==> src/design/exec_cfg.svh <==
`ifndef EXEC_CFG_SVH
`define EXEC_CFG_SVH

// data path width
`define XLEN 32

// destination tag width, sized for the tags in flight
`define TAG_W 4

// reservation station entries
// 2 and 8 also work
`define RS_DEPTH 4

// shift amount bits taken from operand b
`define SHAMT_W 5

`endif

==> src/design/exec_pkg.sv <==
`include "exec_cfg.svh"

package exec_pkg;

	// alu operation, decoded upstream
	typedef enum logic [3:0] {
		ALU_ADD  = 4'h0,
		ALU_SUB  = 4'h1,
		ALU_AND  = 4'h2,
		ALU_OR   = 4'h3,
		ALU_XOR  = 4'h4,
		ALU_SLL  = 4'h5,
		ALU_SRL  = 4'h6,
		ALU_SRA  = 4'h7,
		ALU_SLT  = 4'h8,
		ALU_SLTU = 4'h9
	} alu_func_e;

	// operand a source
	typedef enum logic [1:0] {
		OPA_IS_RS1  = 2'h0,
		OPA_IS_PC   = 2'h1,
		OPA_IS_ZERO = 2'h2
	} opa_sel_e;

	// operand b source
	typedef enum logic {
		OPB_IS_RS2 = 1'b0,
		OPB_IS_IMM = 1'b1
	} opb_sel_e;

	// one source operand, waits on tag until ready
	typedef struct packed {
		logic [`XLEN-1:0]  value;
		logic [`TAG_W-1:0] tag;
		logic              ready;
	} src_operand_t;

	typedef struct packed {
		logic [`XLEN-1:0]  pc;
		logic [`XLEN-1:0]  imm; // already sign extended
		alu_func_e         alu_func;
		opa_sel_e          opa_select;
		opb_sel_e          opb_select;
		logic [`TAG_W-1:0] dest_tag;
		src_operand_t      src1;
		src_operand_t      src2;
	} dispatch_packet_t;

	// both sources resolved by the time it leaves the station
	typedef struct packed {
		logic [`XLEN-1:0]  pc;
		logic [`XLEN-1:0]  imm;
		alu_func_e         alu_func;
		opa_sel_e          opa_select;
		opb_sel_e          opb_select;
		logic [`TAG_W-1:0] dest_tag;
		logic [`XLEN-1:0]  rs1_value;
		logic [`XLEN-1:0]  rs2_value;
	} issue_packet_t;

	typedef struct packed {
		logic [`TAG_W-1:0] tag;
		logic [`XLEN-1:0]  value;
	} result_packet_t;

endpackage

==> src/design/alu.sv <==
`timescale 1ns/1ps

`include "exec_cfg.svh"

module alu (
	input  logic                   clock,
	input  logic                   reset,
	input  logic                   refresh,
	input  logic                   in_valid,
	input  logic [`XLEN-1:0]       opa,
	input  logic [`XLEN-1:0]       opb,
	input  exec_pkg::alu_func_e    func,
	input  logic [`TAG_W-1:0]      in_tag,
	output logic                   valid,
	output exec_pkg::result_packet_t result
);

	logic [`XLEN-1:0]    alu_out;
	logic [`SHAMT_W-1:0] shamt;

	assign shamt = opb[`SHAMT_W-1:0]; // low bits only

	always_comb begin
		case (func)
			exec_pkg::ALU_ADD:  alu_out = opa + opb;
			exec_pkg::ALU_SUB:  alu_out = opa - opb;
			exec_pkg::ALU_AND:  alu_out = opa & opb;
			exec_pkg::ALU_OR:   alu_out = opa | opb;
			exec_pkg::ALU_XOR:  alu_out = opa ^ opb;
			exec_pkg::ALU_SLL:  alu_out = opa << shamt;
			exec_pkg::ALU_SRL:  alu_out = opa >> shamt;
			exec_pkg::ALU_SRA:  alu_out = $signed(opa) >>> shamt; // sign fill
			exec_pkg::ALU_SLT: begin
				alu_out = `XLEN'($signed(opa) < $signed(opb));
			end
			exec_pkg::ALU_SLTU: begin
				alu_out = `XLEN'(opa < opb);
			end
			default:            alu_out = '0;
		endcase
	end

	// valid is the only control bit here
	always_ff @(posedge clock) begin
		if (reset || refresh) begin
			valid <= 1'b0;
		end else begin
			valid <= in_valid;
		end
	end

	// value and tag move together
	always_ff @(posedge clock) begin
		if (in_valid) begin
			result.tag   <= in_tag;
			result.value <= alu_out;
		end
	end

endmodule

==> src/design/fu_alu.sv <==
`timescale 1ns/1ps

`include "exec_cfg.svh"

module fu_alu (
	input  logic                     clock,
	input  logic                     reset,
	input  logic                     squash,
	input  logic                     issue_valid,
	input  exec_pkg::issue_packet_t  issue,
	output logic                     result_valid,
	output exec_pkg::result_packet_t result
);

	// instruction held for the alu stage
	exec_pkg::issue_packet_t work;
	logic                    work_valid;

	logic [`XLEN-1:0] opa_mux_out;
	logic [`XLEN-1:0] opb_mux_out;

	// takes a new issue every cycle, no stall
	always_ff @(posedge clock) begin
		if (reset || squash) begin
			work_valid <= 1'b0;
			work       <= '0;
		end else begin
			work_valid <= issue_valid;
			if (issue_valid) begin
				work <= issue;
			end
		end
	end

	// operand a
	always_comb begin
		case (work.opa_select)
			exec_pkg::OPA_IS_RS1:  opa_mux_out = work.rs1_value;
			exec_pkg::OPA_IS_PC:   opa_mux_out = work.pc;
			exec_pkg::OPA_IS_ZERO: opa_mux_out = '0;
			default:               opa_mux_out = '0; // unused encoding
		endcase
	end

	// operand b, imm comes in sign extended
	always_comb begin
		case (work.opb_select)
			exec_pkg::OPB_IS_RS2: opb_mux_out = work.rs2_value;
			exec_pkg::OPB_IS_IMM: opb_mux_out = work.imm;
			default:              opb_mux_out = work.rs2_value;
		endcase
	end

	// second stage of the unit
	// squash drops whatever the alu is computing
	alu i_alu (
		.clock    (clock),
		.reset    (reset),
		.refresh  (squash),
		.in_valid (work_valid),
		.opa      (opa_mux_out),
		.opb      (opb_mux_out),
		.func     (work.alu_func),
		.in_tag   (work.dest_tag),
		.valid    (result_valid),
		.result   (result)
	);

endmodule

==> src/design/res_station.sv <==
`timescale 1ns/1ps

`include "exec_cfg.svh"

module res_station (
	input  logic                       clock,
	input  logic                       reset,
	input  logic                       squash,
	input  logic                       dispatch_valid,
	input  exec_pkg::dispatch_packet_t dispatch,
	input  logic                       broadcast_valid,
	input  exec_pkg::result_packet_t   broadcast,
	output logic                       issue_valid,
	output exec_pkg::issue_packet_t    issue,
	output logic                       rs_full
);

	localparam int IDX_W = (`RS_DEPTH > 1) ? $clog2(`RS_DEPTH) : 1;

	exec_pkg::dispatch_packet_t entry [`RS_DEPTH];
	logic [`RS_DEPTH-1:0]       busy;
	logic [`RS_DEPTH-1:0]       ready;

	logic [IDX_W-1:0]           free_idx;
	logic [IDX_W-1:0]           sel_idx;
	logic                       accept;
	exec_pkg::dispatch_packet_t dispatch_fwd;

	assign rs_full = &busy;
	assign accept  = dispatch_valid && !rs_full; // dispatch during full is dropped

	// a source waiting on the tag being broadcast right now grabs it directly
	always_comb begin
		dispatch_fwd = dispatch;
		if (broadcast_valid && !dispatch.src1.ready && dispatch.src1.tag == broadcast.tag) begin
			dispatch_fwd.src1.value = broadcast.value;
			dispatch_fwd.src1.ready = 1'b1;
		end
		if (broadcast_valid && !dispatch.src2.ready && dispatch.src2.tag == broadcast.tag) begin
			dispatch_fwd.src2.value = broadcast.value;
			dispatch_fwd.src2.ready = 1'b1;
		end
	end

	// lowest free entry
	always_comb begin
		free_idx = '0;
		for (int i = `RS_DEPTH - 1; i >= 0; i--) begin
			if (!busy[i]) begin
				free_idx = IDX_W'(i);
			end
		end
	end

	always_comb begin
		for (int i = 0; i < `RS_DEPTH; i++) begin
			ready[i] = busy[i] && entry[i].src1.ready && entry[i].src2.ready;
		end
	end

	// lowest ready entry wins
	always_comb begin
		sel_idx = '0;
		for (int i = `RS_DEPTH - 1; i >= 0; i--) begin
			if (ready[i]) begin
				sel_idx = IDX_W'(i);
			end
		end
	end

	// issue goes straight from the entry, fu_alu latches it at the edge
	// that frees the entry
	assign issue_valid = |ready;

	always_comb begin
		issue.pc         = entry[sel_idx].pc;
		issue.imm        = entry[sel_idx].imm;
		issue.alu_func   = entry[sel_idx].alu_func;
		issue.opa_select = entry[sel_idx].opa_select;
		issue.opb_select = entry[sel_idx].opb_select;
		issue.dest_tag   = entry[sel_idx].dest_tag;
		issue.rs1_value  = entry[sel_idx].src1.value;
		issue.rs2_value  = entry[sel_idx].src2.value;
	end

	always_ff @(posedge clock) begin
		if (reset || squash) begin
			busy <= '0;
		end else begin
			if (issue_valid) begin
				busy[sel_idx] <= 1'b0;
			end
			if (accept) begin
				busy[free_idx] <= 1'b1; // never the entry issuing, that one is busy
			end
		end
	end

	// entry contents, qualified by busy
	always_ff @(posedge clock) begin
		for (int i = 0; i < `RS_DEPTH; i++) begin
			if (accept && free_idx == IDX_W'(i)) begin
				entry[i] <= dispatch_fwd;
			end else if (busy[i] && broadcast_valid) begin
				if (!entry[i].src1.ready && entry[i].src1.tag == broadcast.tag) begin
					entry[i].src1.value <= broadcast.value;
					entry[i].src1.ready <= 1'b1;
				end
				if (!entry[i].src2.ready && entry[i].src2.tag == broadcast.tag) begin
					entry[i].src2.value <= broadcast.value;
					entry[i].src2.ready <= 1'b1;
				end
			end
		end
	end

endmodule

==> src/design/exec_unit.sv <==
`timescale 1ns/1ps

`include "exec_cfg.svh"

module exec_unit (
	input  logic                       clock,
	input  logic                       reset,
	input  logic                       squash,
	input  logic                       dispatch_valid,
	input  exec_pkg::dispatch_packet_t dispatch,
	output logic                       rs_full,
	output logic                       result_valid,
	output exec_pkg::result_packet_t   result
);

	logic                    issue_valid;
	exec_pkg::issue_packet_t issue;

	// result also serves as the wakeup broadcast
	res_station i_res_station (
		.clock           (clock),
		.reset           (reset),
		.squash          (squash),
		.dispatch_valid  (dispatch_valid),
		.dispatch        (dispatch),
		.broadcast_valid (result_valid),
		.broadcast       (result),
		.issue_valid     (issue_valid),
		.issue           (issue),
		.rs_full         (rs_full)
	);

	fu_alu i_fu_alu (
		.clock        (clock),
		.reset        (reset),
		.squash       (squash),
		.issue_valid  (issue_valid),
		.issue        (issue),
		.result_valid (result_valid),
		.result       (result)
	);

endmodule

==> config.mk <==
export PLATFORM = sky130hd
export DESIGN_NAME = exec_unit
export DESIGN_NICKNAME = d
export VERILOG_FILES = /design/src/design/exec_pkg.sv /design/src/design/alu.sv /design/src/design/fu_alu.sv /design/src/design/res_station.sv /design/src/design/exec_unit.sv
export VERILOG_INCLUDE_DIRS = /design/src /design/src/design
export SDC_FILE = /design/constraint.sdc
export NUM_CORES = 2
export LEC_CHECK = 0
export BUFFER_PORTS_ARGS = -buffer_cell sky130_fd_sc_hd__buf_2
export CORE_MARGIN = 8
export CORE_UTILIZATION = 45
export CTS_CLUSTER_SIZE = 25
export DETAILED_ROUTE_END_ITERATION = 12
export PLACE_DENSITY = 0.61
export SLEW_MARGIN = 20
export SYNTH_ARGS = -nofsm -noshare
export SYNTH_HDL_FRONTEND = slang
export SYNTH_SLANG_ARGS = --single-unit
==> constraint.sdc <==
create_clock -name clock -period 8.3 [get_ports clock]
set_input_delay 0.83 -clock clock [delete_from_list [all_inputs] [get_ports clock]]
set_output_delay 0.83 -clock clock [all_outputs]
set_load 0.03 [all_outputs]
==> impl_metrics.csv <==
group,metric,value,unit
clocking,cts_resized,0,
yosys,synth.mux.area_fraction,9.475,%
yosys,synth.most_common_cell,"edfxtp_1",
cells_and_area,fin_nets,3838,
clocking,cts_tree,"done",
place,place.gp.congestion,1.042,
drt,ant_nets,0,
yosys,synthCells,3499,
sta,fmax,200.6,MHz
yosys,syn_area,39390,sq um
cells_and_area,layout-area-overhead-vs-synth,12.44,%
critical_path,critical_path_class,"register to register",
sta,finalHoldViolations,0,
clocking,clk_path_buf_depth,3,
yosys,ys_seq_area_share,55.50,%
yosys,synth.area.top_cells,"edfxtp_1 (48%), dfxtp_1 (7.5%), mux2_2 (6.9%), nand2_1 (4.1%), o21ai_0 (3.7%)",
critical_path,cp_cell_sequence,"mux2_4 > ha_1 > inv_1 > fa_1 > nor2b_1 > o21ai_0 > a21oi_1 > o31ai_1 > a31o_2 > a211oi_1 > o21bai_1 > a211oi_1 > or4_1",
yosys,yosys-top-cells-count,"edfxtp_1 (630), nand2_1 (434), o21ai_0 (291), mux2_2 (240), clkbuf_1 (192)",
clocking,postCtsSetupBuffers,0,
power,ir_drop,0.0001899,V
yosys,synthSimpleGateAreaFrac,8.608,%
global_routing,grt_pass1_vias,29140,
run,cap_violations,0,
sta,finClkSkew,47.10,ps
yosys,yosysTopAreaCellShare,48.03,%
critical_path,required,8670,ps
sta,drv_slew,0,
yosys,ys_warn_count,0,
clocking,h-tree-depth,3,
drt,routed_wl,139000,um
critical_path,startpoint_type,"register",
floorplan,start_util,45.41,%
floorplan,die_w,311.9,um
drt,route.met3.wl,12560,um
yosys,ys_seq_elements,777,
critical_path,r2r_end,"i_fu_alu.i_alu.result[24]",
cells_and_area,drive_gt1_share,18.99,%
yosys,syn_avg_cell_area,11.26,sq um
yosys,syn-num-nets,3751,
critical_path,r2r_cells,13,
critical_path,worst-path-max-fanout,45,
critical_path,r2r-start,"i_fu_alu.work[68]",
clocking,numCtsBuffers,82,
clocking,ctsRootBufferMaster,"clkbuf_16",
yosys,synth-xor-area-share,0.8894,%
power,power.density,193.4,nW/um^2
yosys,async_flop_share,0,%
yosys,synthFlopType,"edfxtp_1",
floorplan,die_h,311.9,um
place,dp_hpwl,89950,um
sta,fin_crit_sh,60.06,%
drt,drt_iter0_drc,3435,
sta,setup_tns,0,ps
clocking,clock_sinks,777,
global_routing,antenna_found_initial,18,
hold_path,min_path_type,"input pin to register",
critical_path,worstSetupStartpoint,"i_fu_alu.work[68]",
critical_path,cp-end-kind,"register",
drt,wl_met1,57270,um
cells_and_area,fillers,7672,
yosys,synth-edff-count,630,
yosys,yosys.area.top_type,"edfxtp_1",
drt,drt_first_pass_iters,8,
sta,worstMarginPinSlew,1144,ps
drt,wire_per_inst,28.87,um
clocking,clkLatencyLatePin,660,ps
power,p_leak,15.28,nW
critical_path,arrival,5350,ps
floorplan,die_area,97260,sq um
run_status,status,"finished, final reports clean",
critical_path,slowest_delay,870,ps
global_routing,grt_max_degree,140,
sta,min_period,4985,ps
critical_path,endpoint,"i_fu_alu.i_alu.result[24]",
critical_path,critical-path-slowest-cell,"dfxtp_2",
critical_path,cp_common_cell,"a211oi_1",
power,p_comb_share,5.0,%
drt,drt-vias-per-instance,6.348,
drt,met2_wirelength,63230,um
yosys,synth_fa_ha_area_share,3.183,%
global_routing,overflow,0,
sta,rsz0062_at_grt,"no",
sta,worst_hold_slack,388.6,ps
critical_path,r2r_slack,3310,ps
power,switchingPower,0.001915,W
sta,setup_viol,0,
sta,slew-limit-headroom,21.73,%
power,clkPwrFrac,44.6,%
drt,drc,0,
floorplan,core,86750,sq um
global_routing,grt_util_all_layers,27.20,%
yosys,ys_types,82,
yosys,synth_compound_area_share,18.56,%
place,port_buffers,190,
drt,top_layer,"met5",
clocking,path_clk_slew,60,ps
floorplan,placementRows,108,
clocking,ctsHoldBuffers,0,
global_routing,grt_pass1_wl,200800,um
floorplan,num_io_pins,191,
power,swShare,22.36,%
drt,vias,30570,
power,seqPwrFrac,50.4,%
yosys,synth_top_family_by_area,"compound AO/OA/AOI/OAI gates",
power,intPower,0.006652,W
[state kept, by name (all words and copies together), names as in the netlist]
register               cells
i_res_station.entry      596
i_fu_alu.work            139
i_fu_alu.i_alu.result     36
i_res_station.busy         4
i_fu_alu.i_alu.valid       1
i_fu_alu.work_valid        1
[metal layers]
metal	vias to the layer above	global-route usage, %
li1	13640	-
met1	15100	36.83
met2	1542	42.76
met3	277	5.646
met4	14	10.54
met5	-	0
[worst max-delay path: cells and delay by family, from the launching register on]
family | cells | cell delay (ps)
fa+ha+maj | 2 | 740
simple gates | 2 | 660
compound gates | 7 | 1750
flops | 1 | 870
buf+inv | 1 | 70
mux | 1 | 610
[layout make-up]
class | instances | area, sq um | area share, %
Multi-Input combinational cell | 2352 | 16200 | 36.57
Clock buffer | 110 | 2298 | 5.189
Clock inverter | 42 | 523.0 | 1.181
Sequential cell | 777 | 21870 | 49.37
Inverter | 111 | 426.7 | 0.9633
Antenna cell | 7 | 17.52 | 0.03955
Tap cell | 1155 | 1445 | 3.263
Timing Repair Buffer | 262 | 1516 | 3.424
[metrics by stage]
stage / setup slack (ps) / power [W] / util (%) / area [sq um] / instances
detailed placement: 3442 / 0.004821 / 47.78 / 41450 / 4657
CTS: 3408 / 0.008604 / 51.04 / 44280 / 4809
global placement: 3444 / 0.004815 / 47.78 / 41450 / 4657
floorplan: 3883 / 0.004636 / - / 39390 / 3499
finish: 3315 / 0.008567 / 51.06 / 44290 / 4816
global route: 3127 / 0.008785 / 51.04 / 44280 / 4811
[power groups by stage]
stage | sequential (W) | combinational [W] | clock, W
finish | 0.00431 | 0.000432 | 0.00382
global route | 0.00432 | 0.000464 | 0.00400
CTS | 0.00431 | 0.000426 | 0.00386
detailed placement | 0.00440 | 0.000424 | 0
global placement | 0.00440 | 0.000419 | 0
floorplan | 0.00439 | 0.000249 | 0
[logic make-up after synthesis]
family                   count (synthesis)
AO/OA/AOI/OAI                         1084
XOR/XNOR                                40
adder cells (fa/ha/maj)                 99
buffers and inverters                  370
flip-flops                             777
multiplexers                           332
AND/OR/NAND/NOR                        797
[how the worst min path moves through the flow]
stage | from | endpoint | slack, ps | cells past startpoint
after detailed placement | i_fu_alu.work[65] | i_fu_alu.i_alu.result[33] | 410 | 0
after global placement | i_fu_alu.work[66] | i_fu_alu.i_alu.result[34] | 410 | 0
final | dispatch[113] | i_res_station.entry[3][113] | 390 | 1
after CTS | dispatch[113] | i_res_station.entry[3][113] | 350 | 1
after global routing | dispatch[113] | i_res_station.entry[3][113] | 370 | 1
after floorplan | i_fu_alu.work[64] | i_fu_alu.i_alu.result[32] | 400 | 0
[placed cells by master (no fill, tap or decap), types with 41 or more instances in the layout]
master and instances:
a21oi_1 123, a221oi_1 161, a22o_1 64, a31oi_1 167, buf_2 190, buf_4 70, clkbuf_16 83, dfxtp_1 143
edfxtp_1 630, ha_1 97, inv_1 104, mux2_2 240, mux2i_1 80, nand2_1 419, nand3_1 41, nor2_1 167
nor3_1 56, o21ai_0 290
Note: power is estimated with default switching activity, not from simulation.
